## src/r10k_pkg.sv

```systemverilog
// Shared widths and types; the depths must stay powers of two because the pointers wrap freely
`default_nettype none

package r10k_pkg;

    //////////////////////////////////////////////////
    // Sizes
    //////////////////////////////////////////////////
    localparam int XLEN      = 32;                    // Data and address width
    localparam int ARCH_REGS = 32;
    localparam int PHYS_REGS = 64;
    localparam int ROB_SZ    = 8;
    localparam int IB_DEPTH  = 4;

    localparam int FL_DEPTH  = PHYS_REGS - ARCH_REGS; // Tags never held by the map table
    localparam int FL_IDX_W  = $clog2(FL_DEPTH);
    localparam int FL_CNT_W  = $clog2(FL_DEPTH + 1);
    localparam int IB_IDX_W  = $clog2(IB_DEPTH);
    localparam int IB_CNT_W  = $clog2(IB_DEPTH + 1);
    localparam int ROB_CNT_W = $clog2(ROB_SZ + 1);

    typedef logic [XLEN-1:0]              addr_t;
    typedef logic [4:0]                   arch_reg_t;
    typedef logic [$clog2(PHYS_REGS)-1:0] phys_reg_t;
    typedef logic [$clog2(ROB_SZ)-1:0]    rob_idx_t;

    // RV32 major opcodes kept by this core
    typedef enum logic [6:0] {
        OP      = 7'b0110011,
        OP_IMM  = 7'b0010011,
        LUI     = 7'b0110111,
        STORE   = 7'b0100011,
        ILLEGAL = 7'b0000000  // Anything else
    } opcode_e;

    typedef enum logic [1:0] {
        IDLE,                 // Free to start a request
        REQ,                  // req high, waiting for ack
        RELEASE               // req low, waiting for ack to fall
    } fetch_state_e;

    //////////////////////////////////////////////////
    // Packets
    //////////////////////////////////////////////////
    typedef struct packed {
        addr_t             pc;
        logic [XLEN-1:0]   inst;
    } fetch_pkt_t;

    typedef struct packed {
        addr_t     pc;
        opcode_e   opcode;
        arch_reg_t rs1;
        arch_reg_t rs2;
        arch_reg_t rd;
        logic      uses_rs1;
        logic      uses_rs2;
        logic      has_dest;  // Never set for rd of x0
    } decode_pkt_t;

    typedef struct packed {
        logic      valid;
        addr_t     pc;
        opcode_e   opcode;
        phys_reg_t src1_tag;  // 0 when unused
        phys_reg_t src2_tag;
        phys_reg_t dest_tag;
        logic      has_dest;
        rob_idx_t  rob_idx;
    } dispatch_pkt_t;

    typedef struct packed {
        logic     valid;
        rob_idx_t rob_idx;
    } complete_pkt_t;

    typedef struct packed {
        addr_t     pc;
        logic      has_dest;
        arch_reg_t arch_dest;
        phys_reg_t new_tag;
        phys_reg_t old_tag;   // Freed at retirement
        logic      done;
    } rob_entry_t;

    typedef struct packed {
        logic      valid;
        addr_t     pc;
        logic      has_dest;
        arch_reg_t arch_dest;
        phys_reg_t new_tag;
        phys_reg_t old_tag;
    } commit_pkt_t;

endpackage

`default_nettype wire
```

## src/cpu.sv

```systemverilog
// Front end and rename core only; execution happens off chip and reports back by ROB index
`timescale 1ns/1ps
`default_nettype none

module cpu (
    input  wire                         clock,        // System clock
    input  wire                         rst_n,        // Synchronous, active low

    // Instruction memory, four-phase
    output logic                        imem_req,
    output r10k_pkg::addr_t             imem_addr,
    input  wire                         imem_ack,
    input  wire  [r10k_pkg::XLEN-1:0]   imem_data,

    // Execution side
    output r10k_pkg::dispatch_pkt_t     dispatch_out,
    input  r10k_pkg::complete_pkt_t     complete_in,
    output r10k_pkg::commit_pkt_t       commit_out
);

    //////////////////////////////////////////////////
    // Fetch to buffer
    //////////////////////////////////////////////////
    logic                  fb_valid;
    logic                  fb_ready;
    r10k_pkg::fetch_pkt_t  fb_pkt;

    // Buffer to dispatch
    logic                  bd_valid;
    logic                  bd_ready;
    r10k_pkg::fetch_pkt_t  bd_pkt;

    fetch i_fetch (
        .clock      (clock),
        .rst_n      (rst_n),
        .imem_req   (imem_req),
        .imem_addr  (imem_addr),
        .imem_ack   (imem_ack),
        .imem_data  (imem_data),
        .push_valid (fb_valid),
        .push_pkt   (fb_pkt),
        .push_ready (fb_ready)
    );

    inst_buffer i_inst_buffer (
        .clock      (clock),
        .rst_n      (rst_n),
        .push_valid (fb_valid),
        .push_pkt   (fb_pkt),
        .push_ready (fb_ready),
        .pop_valid  (bd_valid),
        .pop_pkt    (bd_pkt),
        .pop_ready  (bd_ready)
    );

    dispatch i_dispatch (
        .clock        (clock),
        .rst_n        (rst_n),
        .pop_valid    (bd_valid),
        .pop_pkt      (bd_pkt),
        .pop_ready    (bd_ready),
        .dispatch_out (dispatch_out),
        .complete_in  (complete_in),
        .commit_out   (commit_out)
    );

endmodule

`default_nettype wire

```

## src/dispatch.sv

```systemverilog
// Single-issue rename; no checkpoint of the map table, so nothing here can be undone
`timescale 1ns/1ps
`default_nettype none

module dispatch (
    input  wire                      clock,
    input  wire                      rst_n,
    input  wire                      pop_valid,
    input  r10k_pkg::fetch_pkt_t     pop_pkt,
    output logic                     pop_ready,    // Low on stall
    output r10k_pkg::dispatch_pkt_t  dispatch_out,
    input  r10k_pkg::complete_pkt_t  complete_in,
    output r10k_pkg::commit_pkt_t    commit_out
);

    r10k_pkg::phys_reg_t   map_table [r10k_pkg::ARCH_REGS];
    r10k_pkg::decode_pkt_t dec;
    r10k_pkg::phys_reg_t   fl_head;
    r10k_pkg::phys_reg_t   free_tag;
    r10k_pkg::phys_reg_t   src1_tag;
    r10k_pkg::phys_reg_t   src2_tag;
    r10k_pkg::phys_reg_t   dest_tag;
    r10k_pkg::rob_idx_t    rob_tail;
    r10k_pkg::rob_entry_t  rob_entry;
    logic                  fl_empty;
    logic                  free_push;
    logic                  rob_full;
    logic                  fire;

    decoder i_decoder (.fetch_pkt(pop_pkt), .decode_pkt(dec));

    //////////////////////////////////////////////////
    // Rename
    //////////////////////////////////////////////////
    assign src1_tag  = dec.uses_rs1 ? map_table[dec.rs1] : '0;  // x0 stays at tag 0
    assign src2_tag  = dec.uses_rs2 ? map_table[dec.rs2] : '0;
    assign dest_tag  = dec.has_dest ? fl_head : '0;
    assign pop_ready = !(rob_full || (dec.has_dest && fl_empty));
    assign fire      = pop_valid && pop_ready;

    always_comb begin
        rob_entry.pc        = dec.pc;
        rob_entry.has_dest  = dec.has_dest;
        rob_entry.arch_dest = dec.rd;
        rob_entry.new_tag   = dest_tag;
        rob_entry.old_tag   = dec.has_dest ? map_table[dec.rd] : '0;  // Freed at commit
        rob_entry.done      = 1'b0;
    end

    always_ff @(posedge clock) begin
        if (!rst_n) begin
            for (int i = 0; i < r10k_pkg::ARCH_REGS; i++)
                map_table[i] <= r10k_pkg::phys_reg_t'(i);   // Identity map
            dispatch_out.valid <= 1'b0;
        end else begin
            if (fire && dec.has_dest)
                map_table[dec.rd] <= fl_head;
            dispatch_out.valid <= fire;
            if (fire) begin
                dispatch_out.pc       <= dec.pc;
                dispatch_out.opcode   <= dec.opcode;
                dispatch_out.src1_tag <= src1_tag;
                dispatch_out.src2_tag <= src2_tag;
                dispatch_out.dest_tag <= dest_tag;
                dispatch_out.has_dest <= dec.has_dest;
                dispatch_out.rob_idx  <= rob_tail;
            end
        end
    end

    free_list i_free_list (
        .clock(clock), .rst_n(rst_n),
        .pop(fire && dec.has_dest), .head_tag(fl_head), .empty(fl_empty),
        .push(free_push), .push_tag(free_tag)
    );

    rob i_rob (
        .clock(clock), .rst_n(rst_n),
        .alloc(fire), .alloc_entry(rob_entry), .tail_idx(rob_tail), .full(rob_full),
        .complete_in(complete_in),
        .free_push(free_push), .free_tag(free_tag),
        .commit_out(commit_out)
    );

endmodule

`default_nettype wire

```

## src/rob.sv

```systemverilog
// In-order ROB without squash; completions must name a live entry and arrive at most once
`timescale 1ns/1ps
`default_nettype none

module rob (
    input  wire                     clock,
    input  wire                     rst_n,
    input  wire                     alloc,
    input  r10k_pkg::rob_entry_t    alloc_entry,
    output r10k_pkg::rob_idx_t      tail_idx,    // Index the next alloc takes
    output logic                    full,
    input  r10k_pkg::complete_pkt_t complete_in,
    output logic                    free_push,   // Old tag back to free list
    output r10k_pkg::phys_reg_t     free_tag,
    output r10k_pkg::commit_pkt_t   commit_out
);

    r10k_pkg::rob_entry_t           entries [r10k_pkg::ROB_SZ];
    r10k_pkg::rob_idx_t             head;
    r10k_pkg::rob_idx_t             tail;
    logic [r10k_pkg::ROB_CNT_W-1:0] count;
    logic                           retire;

    assign tail_idx  = tail;
    assign full      = (count == r10k_pkg::ROB_CNT_W'(r10k_pkg::ROB_SZ));
    assign retire    = (count != '0) && entries[head].done;
    assign free_push = retire && entries[head].has_dest;
    assign free_tag  = entries[head].old_tag;

    //////////////////////////////////////////////////
    // Entry storage
    //////////////////////////////////////////////////
    always_ff @(posedge clock) begin
        if (alloc)
            entries[tail] <= alloc_entry;            // Arrives with done clear
        if (complete_in.valid)
            entries[complete_in.rob_idx].done <= 1'b1;
    end

    //////////////////////////////////////////////////
    // Pointers and commit
    //////////////////////////////////////////////////
    always_ff @(posedge clock) begin
        if (!rst_n) begin
            head             <= '0;
            tail             <= '0;
            count            <= '0;
            commit_out.valid <= 1'b0;
        end else begin
            if (alloc)
                tail <= tail + 1'b1;
            if (retire)
                head <= head + 1'b1;
            case ({alloc, retire})
                2'b10:   count <= count + 1'b1;
                2'b01:   count <= count - 1'b1;
                default: count <= count;
            endcase
            commit_out.valid <= retire;              // One cycle per retirement
            if (retire) begin
                commit_out.pc        <= entries[head].pc;
                commit_out.has_dest  <= entries[head].has_dest;
                commit_out.arch_dest <= entries[head].arch_dest;
                commit_out.new_tag   <= entries[head].new_tag;
                commit_out.old_tag   <= entries[head].old_tag;
            end
        end
    end

endmodule

`default_nettype wire

```

## src/free_list.sv

```systemverilog
// Holds PHYS_REGS minus ARCH_REGS tags; caller must not pop when empty nor push past capacity
`timescale 1ns/1ps
`default_nettype none

module free_list (
    input  wire                  clock,
    input  wire                  rst_n,
    input  wire                  pop,       // Dispatch took head_tag
    output r10k_pkg::phys_reg_t  head_tag,
    output logic                 empty,
    input  wire                  push,      // Retired old tag coming back
    input  r10k_pkg::phys_reg_t  push_tag
);

    r10k_pkg::phys_reg_t            mem [r10k_pkg::FL_DEPTH];
    logic [r10k_pkg::FL_IDX_W-1:0]  head;
    logic [r10k_pkg::FL_IDX_W-1:0]  tail;
    logic [r10k_pkg::FL_CNT_W-1:0]  count;

    assign head_tag = mem[head];
    assign empty    = (count == '0);

    always_ff @(posedge clock) begin
        if (!rst_n) begin
            // Tags above the identity map, ascending
            for (int i = 0; i < r10k_pkg::FL_DEPTH; i++)
                mem[i] <= r10k_pkg::phys_reg_t'(r10k_pkg::ARCH_REGS + i);
            head  <= '0;
            tail  <= '0;                        // Full ring so tail meets head
            count <= r10k_pkg::FL_CNT_W'(r10k_pkg::FL_DEPTH);
        end else begin
            if (push) begin
                mem[tail] <= push_tag;
                tail      <= tail + 1'b1;
            end
            if (pop)
                head <= head + 1'b1;
            case ({push, pop})
                2'b10:   count <= count + 1'b1;
                2'b01:   count <= count - 1'b1;
                default: count <= count;        // Same-cycle push and pop
            endcase
        end
    end

endmodule

`default_nettype wire

```

## src/decoder.sv

```systemverilog
// RV32 major opcode decode only; funct fields and immediates are left to the execution side
`timescale 1ns/1ps
`default_nettype none

module decoder (
    input  r10k_pkg::fetch_pkt_t  fetch_pkt,
    output r10k_pkg::decode_pkt_t decode_pkt
);

    logic rd_nonzero;

    assign rd_nonzero = (fetch_pkt.inst[11:7] != 5'd0);

    always_comb begin
        decode_pkt.pc       = fetch_pkt.pc;
        decode_pkt.rs1      = fetch_pkt.inst[19:15];
        decode_pkt.rs2      = fetch_pkt.inst[24:20];
        decode_pkt.rd       = fetch_pkt.inst[11:7];
        decode_pkt.opcode   = r10k_pkg::ILLEGAL;    // No operands by default
        decode_pkt.uses_rs1 = 1'b0;
        decode_pkt.uses_rs2 = 1'b0;
        decode_pkt.has_dest = 1'b0;
        case (fetch_pkt.inst[6:0])
            r10k_pkg::OP: begin                     // Register-register ALU
                decode_pkt.opcode   = r10k_pkg::OP;
                decode_pkt.uses_rs1 = 1'b1;
                decode_pkt.uses_rs2 = 1'b1;
                decode_pkt.has_dest = rd_nonzero;
            end
            r10k_pkg::OP_IMM: begin
                decode_pkt.opcode   = r10k_pkg::OP_IMM;
                decode_pkt.uses_rs1 = 1'b1;
                decode_pkt.has_dest = rd_nonzero;
            end
            r10k_pkg::LUI: begin                    // Immediate only
                decode_pkt.opcode   = r10k_pkg::LUI;
                decode_pkt.has_dest = rd_nonzero;
            end
            r10k_pkg::STORE: begin                  // rd field holds imm bits
                decode_pkt.opcode   = r10k_pkg::STORE;
                decode_pkt.uses_rs1 = 1'b1;
                decode_pkt.uses_rs2 = 1'b1;
            end
            default: ;
        endcase
    end

endmodule

`default_nettype wire

```

## src/inst_buffer.sv

```systemverilog
// Fetch packet FIFO; IB_DEPTH must be a power of two, no flush since there are no branches
`timescale 1ns/1ps
`default_nettype none

module inst_buffer (
    input  wire                    clock,
    input  wire                    rst_n,
    input  wire                    push_valid,
    input  r10k_pkg::fetch_pkt_t   push_pkt,
    output logic                   push_ready,  // Not full
    output logic                   pop_valid,   // Not empty
    output r10k_pkg::fetch_pkt_t   pop_pkt,
    input  wire                    pop_ready
);

    r10k_pkg::fetch_pkt_t                mem [r10k_pkg::IB_DEPTH];
    logic [r10k_pkg::IB_IDX_W-1:0]       head;
    logic [r10k_pkg::IB_IDX_W-1:0]       tail;
    logic [r10k_pkg::IB_CNT_W-1:0]       count;
    logic                                do_push;
    logic                                do_pop;

    assign push_ready = (count != r10k_pkg::IB_CNT_W'(r10k_pkg::IB_DEPTH));
    assign pop_valid  = (count != '0);
    assign pop_pkt    = mem[head];              // Head is read straight out
    assign do_push    = push_valid && push_ready;
    assign do_pop     = pop_valid && pop_ready;

    // Storage
    always_ff @(posedge clock) begin
        if (do_push)
            mem[tail] <= push_pkt;
    end

    // Pointers and occupancy
    always_ff @(posedge clock) begin
        if (!rst_n) begin
            head  <= '0;
            tail  <= '0;
            count <= '0;
        end else begin
            if (do_push)
                tail <= tail + 1'b1;            // Wraps at IB_DEPTH
            if (do_pop)
                head <= head + 1'b1;
            case ({do_push, do_pop})
                2'b10:   count <= count + 1'b1;
                2'b01:   count <= count - 1'b1;
                default: count <= count;        // Both or neither
            endcase
        end
    end

endmodule

`default_nettype wire

```

## src/fetch.sv

```systemverilog
// Straight-line fetch from PC 0 with no branches; one outstanding imem request at a time
`timescale 1ns/1ps
`default_nettype none

module fetch (
    input  wire                          clock,
    input  wire                          rst_n,
    output logic                         imem_req,   // Four-phase request
    output r10k_pkg::addr_t              imem_addr,  // Steady while req is high
    input  wire                          imem_ack,
    input  wire  [r10k_pkg::XLEN-1:0]    imem_data,
    output logic                         push_valid, // Captured word waiting for buffer
    output r10k_pkg::fetch_pkt_t         push_pkt,
    input  wire                          push_ready
);

    r10k_pkg::fetch_state_e state;
    r10k_pkg::addr_t        pc;
    r10k_pkg::fetch_pkt_t   held_pkt;                // Captured word with its PC
    logic                   held_valid;

    assign imem_req   = (state == r10k_pkg::REQ);
    assign imem_addr  = pc;
    assign push_valid = held_valid;
    assign push_pkt   = held_pkt;

    //////////////////////////////////////////////////
    // Handshake FSM
    //////////////////////////////////////////////////
    always_ff @(posedge clock) begin
        if (!rst_n) begin
            state      <= r10k_pkg::IDLE;
            pc         <= '0;
            held_valid <= 1'b0;
        end else begin
            if (held_valid && push_ready)
                held_valid <= 1'b0;                  // Buffer took the word
            case (state)
                r10k_pkg::IDLE: begin
                    if (!held_valid)                 // Never two words in hand
                        state <= r10k_pkg::REQ;
                end
                r10k_pkg::REQ: begin
                    if (imem_ack) begin
                        held_pkt.pc   <= pc;         // Capture with its address
                        held_pkt.inst <= imem_data;
                        held_valid    <= 1'b1;
                        pc            <= pc + 32'd4;
                        state         <= r10k_pkg::RELEASE;
                    end
                end
                r10k_pkg::RELEASE: begin
                    if (!imem_ack)                   // Memory finished its half
                        state <= r10k_pkg::IDLE;
                end
                default: state <= r10k_pkg::IDLE;
            endcase
        end
    end

endmodule

`default_nettype wire

```

## config.mk

```make
export PLATFORM = sky130hd
export DESIGN_NAME = cpu
export DESIGN_NICKNAME = d
export VERILOG_FILES = /design/src/r10k_pkg.sv /design/src/cpu.sv /design/src/dispatch.sv /design/src/rob.sv /design/src/free_list.sv /design/src/decoder.sv /design/src/inst_buffer.sv /design/src/fetch.sv
export SDC_FILE = /design/constraint.sdc
export NUM_CORES = 2
export LEC_CHECK = 0
export BUFFER_PORTS_ARGS = -buffer_cell sky130_fd_sc_hd__clkbuf_2
export CORE_MARGIN = 5
export CORE_UTILIZATION = 25
export CTS_CLUSTER_SIZE = 16
export DETAILED_ROUTE_END_ITERATION = 12
export PLACE_DENSITY = 0.4
export SYNTH_ARGS = -nofsm -noshare
export SYNTH_HDL_FRONTEND = slang
export SYNTH_HIERARCHICAL = 1
export SYNTH_SLANG_ARGS = --single-unit
```

## constraint.sdc

```tcl
create_clock -name clock -period 9.9 [get_ports clock]
set_input_delay 1.98 -clock clock [delete_from_list [all_inputs] [get_ports clock]]
set_output_delay 1.98 -clock clock [all_outputs]
set_load 0.005 [all_outputs]
```

; Word level (Yosys, flattened, before mapping)
; Memory sizes are Yosys's and may differ from the RTL's. A register that Yosys moved wholly into a read port is not among the register bits.
; Index checks and enable logic that the tools add are counted.
[word_totals]
register_bits = 233
latchBits = 0
mem_bits_rw = 1048
mem_bits_ro = 0
input_bits = 39
mem_count = 4
[mem_list]
columns = name, words, width, rd, rd_clocked_by_memory_dff, write_ports, line
row1 = i_dispatch.i_rob.entries, 8, 51, 1, 1, 2, rob.sv:18  ; r10k_pkg::rob_entry_t entries [r10k_pkg::ROB_SZ];
row2 = i_inst_buffer.mem, 4, 64, 1, 1, 1, inst_buffer.sv:16  ; r10k_pkg::fetch_pkt_t mem [r10k_pkg::IB_DEPTH];
row3 = i_dispatch.i_free_list.mem, 32, 6, 1, 1, 32, free_list.sv:15  ; r10k_pkg::phys_reg_t mem [r10k_pkg::FL_DEPTH];
row4 = i_dispatch.map_table, 32, 6, 3, 2, 32, dispatch.sv:16  ; r10k_pkg::phys_reg_t map_table [r10k_pkg::ARCH_REGS];
[classes]
n_addsub = 13
n_mul = 0
div = 0
order_cmp = 0
eq_ne = 17
shift = 0
n_mux = 41
bitwise_logic = 0
n_reduce_logical = 28
[op_table]
columns = operator, n
row1 = $add A32 B3 Y32 const B, 1
row2 = $mux W6, 4
row3 = $pmux W6 S4, 1
row4 = $eq A7 B6 Y1 const B, 3
row5 = $mux W1, 21
row6 = $mux W5, 4
row7 = $pmux W6 S2, 1
row8 = $reduce_or A6 Y1, 2
row9 = $add A5 B1 Y5 const B, 2
row10 = $mux W2, 5
row11 = $add A3 B1 Y3 const B, 3
row12 = $eq A2 B1 Y1 const B, 4
row13 = $eq A2 B2 Y1 const B, 4
row14 = $pmux W4 S2, 1
row15 = $eq A7 B5 Y1 const B, 1
row16 = $add A6 B1 Y6 const B, 1
row17 = $logic_and A1 B1 Y1, 6
row18 = $logic_not A6 Y1, 1
row19 = $mux W3, 2
row20 = $pmux W2 S3, 1
row21 = $pmux W3 S2, 1
row22 = $reduce_and A2 Y1, 3
row23 = $reduce_and A3 Y1, 2
row24 = $reduce_bool A2 Y1, 3
row25 = 17 further kinds, 22

; Depth between registers and ports, before layout
[logic_depth]
depth_word = 13
depth_mapped = 16
depth_no_buf = 14

; By module
; The synthesis kept the hierarchy.
[modules_own_cells]
columns = mod, instances, cells_each, area_per_inst_um2, seq_area_each_um2
row1 = rob, 1, 750, 17925.9, 13953.4
row2 = dispatch, 1, 934, 14122.3, 7617.3
row3 = free_list, 1, 802, 10024.6, 6185.9
row4 = inst_buffer, 1, 386, 9795.6, 7867.5
row5 = fetch, 1, 257, 3512.1, 2522.4
row6 = decoder, 1, 68, 457.9, 0.0

; Worst setup path after synthesis
; Ideal clock, no wire load.
[synth_timing]
path_kind = input-to-reg
start = input port rst_n
end = register i_dispatch/i_rob/commit_out[0] (netlist name)
arrival_ns = 7.245
slack_ns = 2.073
path_stages = 3
cell_sequence = clkbuf_1 -> inv_1 -> nor4_1
[synth_between]
elab_chain_cells = 1
[synth_lines]
columns = element, line
row1 = "start, declared", cpu.sv:7  ; input wire rst_n,
row2 = $reduce_and A2 Y1 (no line), --
; Every way passes these cells.
; A chain may end at the register's enable or synchronous reset.

==> reports/qor.txt <==
Worst Hold Launch: i_dispatch/i_rob/entries[3][0]$_DFF_P_
largest net degree at the start of global routing: 56
final critical-path share of the clock period: 58.54%
status: finished, final reports clean
Clock Tree Buf Depth: 3
# IOs: 185
CTS sink count: 1249
Die Wd: 475.2 um
initial antenna violation count: 8
Max Fclk: 0.1725 GHz
max-cap violations: 0
hold buffers post-CTS: 0
post-route cell area: 62120 um^2
CTS tree: done
worst-path maximum fanout: 34
fillers: 21260
CP Data Required Time: 10610 ps
Hold Path End: i_dispatch/i_rob/entries[3][0]$_DFF_P_
hpwl dp: 94960 um
Skew-Pair Late Insertion Delay: 790 ps
number of global-route vias before repair: 29460
Peak VDD IR: 0.0001663 V
PwrDens: 251.6 nW/um^2
setup repair after global routing missed its margin: false
Static Leak: 18.78 nW
Ys Warns: 6
DRT Pass-1 Iters: 5
Worst EP arrival: 6510 ps
setup tns final: 0 ps
Die Area: 225900 um^2
Root Buffer: clkbuf_16
Hold Vio Cnt, Final: 0
CTS clk-pin slew, worst paths: 60 ps
placed cell areas: 57380 um^2
Core Rows: 170
Hold Crit Class: reg2reg
crit path time final: 5796 ps
vias per cell: 4.602
Crit. End Element: register
Placer Congestion: 0.7625
die height: 475.2 um
Routed WL: 151300 um
gr ovfl total: 0
cts repair resizes: 0
first-pass GRT wire length: 218200 um
cell-by-cell trace of the critical path: mux4_4 > or4_1 > nor2_1 > nor3_2 > buf_4 > a21oi_1 > buf_4 > and3_1 > ha_1 > xor2_1 > ha_1 > a21oi_1 > or3b_2 > a31oi_1 > mux2i_1
wire per inst: 24.42 um
Worst-Margin Slew: 1167 ps
# port buffers: 172
Reg2Reg Setup Slack: 4100 ps
Register-to-Register Path Depth: 15
Critical R2R Capture: i_dispatch/i_free_list/count[4]$_SDFFE_PN0P_
Synth Instances: 3137
Cell Area, Synth: 54110 um^2
hold depth: 2
startpoint types: register
H-tree depth: 4
GRT Util Overall: 13.27%
share of post-route cells with drive strength above 1: 23.90%
Mean Syn Cell Area: 17.25 um^2
Layout Skew: 53.44 ps
final setup fails: 0
initial core utilization: 25.16%
final antenna-violating net count: 0
DR iter-0 viols: 2205
Final Max Tran Viols: 0
crit path max-delay cell type: mux4_4
DRC: 0
Final nets: 3294
Syn-to-layout area delta: 14.80%
via count: 28510
Rel. slew slack: 21.35%
Core ar.: 215000 um^2
setup bufs post-CTS: 0
slowest stage delay, CP: 1050 ps
clock buffer count from CTS: 144
critical path class: reg2reg
[area by class of cell]
type                    count  area [um^2]  area share (%)
multi-input cells        1577        15720           25.30
diodes                      6        15.01         0.02417
repair buffers            236         1344           2.163
inverters                  27        101.3          0.1631
clock inverters            77        838.3           1.349
flip-flops and latches   1249        36670           59.03
clock buffers             186         3885           6.254
well taps                2838         3551           5.716
[report_power, final]
| group | internal, mW | switching [mW] |
|---|---|---|
| Sequential | 6.48 | 0.283 |
| Combinational | 1.34 | 2.21 |
| Clock | 3.09 | 2.23 |
[cell usage in the layout (no fill, tap or decap), types with 17 or more instances in the layout]
master / count
edfxtp_1: 1163
mux4_2: 236
clkbuf_2: 171
or3_1: 163
and2_1: 150
clkbuf_16: 147
nand2_1: 137
nor2_1: 117
mux2i_1: 86
mux4_1: 80
dfxtp_1: 80
o21ai_0: 78
mux2_2: 78
buf_4: 65
nand3_1: 54
a22oi_1: 43
nor3_1: 38
a21oi_1: 37
clkbuf_1: 33
nand2b_1: 32
clkinv_1: 26
clkinv_2: 24
inv_1: 24
ha_1: 19
and3_1: 17
[metal layers]
| layer | routed length (um) | GRT usage (%) | up-vias |
|---|---|---|---|
| met5 | 8 | 0 | - |
| met4 | 4070 | 4.001 | 2 |
| met3 | 6476 | 2.359 | 207 |
| met2 | 71230 | 21.38 | 622 |
| met1 | 69500 | 18.30 | 15020 |
| li1 | - | - | 12660 |
[worst max-delay path, delay by kind of cell, from the launching register on]
| family | cells | cell delay (ps) |
|---|---|---|
| adders and majority gates | 2 | 730 |
| DFF | 1 | 830 |
| and+or+nand+nor | 5 | 1730 |
| muxes | 2 | 1250 |
| xor gates and xnor gates | 1 | 190 |
| AOI/OAI and AO/OA | 3 | 510 |
| buffers and inverters | 2 | 440 |
[per-stage QoR]
stage,setup WS (ps),instances,hold slack (ps),power (mW),util (%)
finish,4104,6196,469.9,15.63,28.89
global route,3652,6193,495.4,16.36,28.88
CTS,3938,6190,476.0,15.93,28.88
detailed placement,3947,5927,462.2,10.53,26.68
global placement,3905,5927,449.4,10.54,26.68
floorplan,2073,3141,434.4,9.266,-
[how the worst max path moves through the flow]
stage,startpoint,end
3_3_place_gp,register,i_dispatch/i_rob/entries[5][0]$_DFF_P_
5_1_grt,register,i_dispatch/i_free_list/count[4]$_SDFFE_PN0P_
6_report,register,i_dispatch/i_free_list/count[4]$_SDFFE_PN0P_
4_1_cts,register,i_dispatch/i_rob/entries[5][0]$_DFF_P_
2_1_floorplan,rst_n,i_dispatch/i_rob/commit_out[0]$_DFFE_PP_
3_5_place_dp,register,i_dispatch/i_rob/entries[5][0]$_DFF_P_
[flip-flops by register name, indices dropped and copies added, names as in the netlist, 3 cells and up, named ones only]
name                          count
i_dispatch/i_rob/entries        408
i_inst_buffer/mem               216
i_dispatch/i_free_list/mem      192
i_dispatch/map_table            192
i_dispatch/dispatch_out          62
i_fetch/push_pkt                 52
i_dispatch/i_rob/commit_out      51
i_fetch/imem_addr                30
i_dispatch/i_free_list/count      6
i_dispatch/i_free_list/head       5
i_dispatch/i_free_list/tail       5
i_dispatch/i_rob/count            4
i_dispatch/i_rob/head             3
i_dispatch/i_rob/tail_idx         3
i_inst_buffer/count               3
Power figures use the tool's default switching activity.
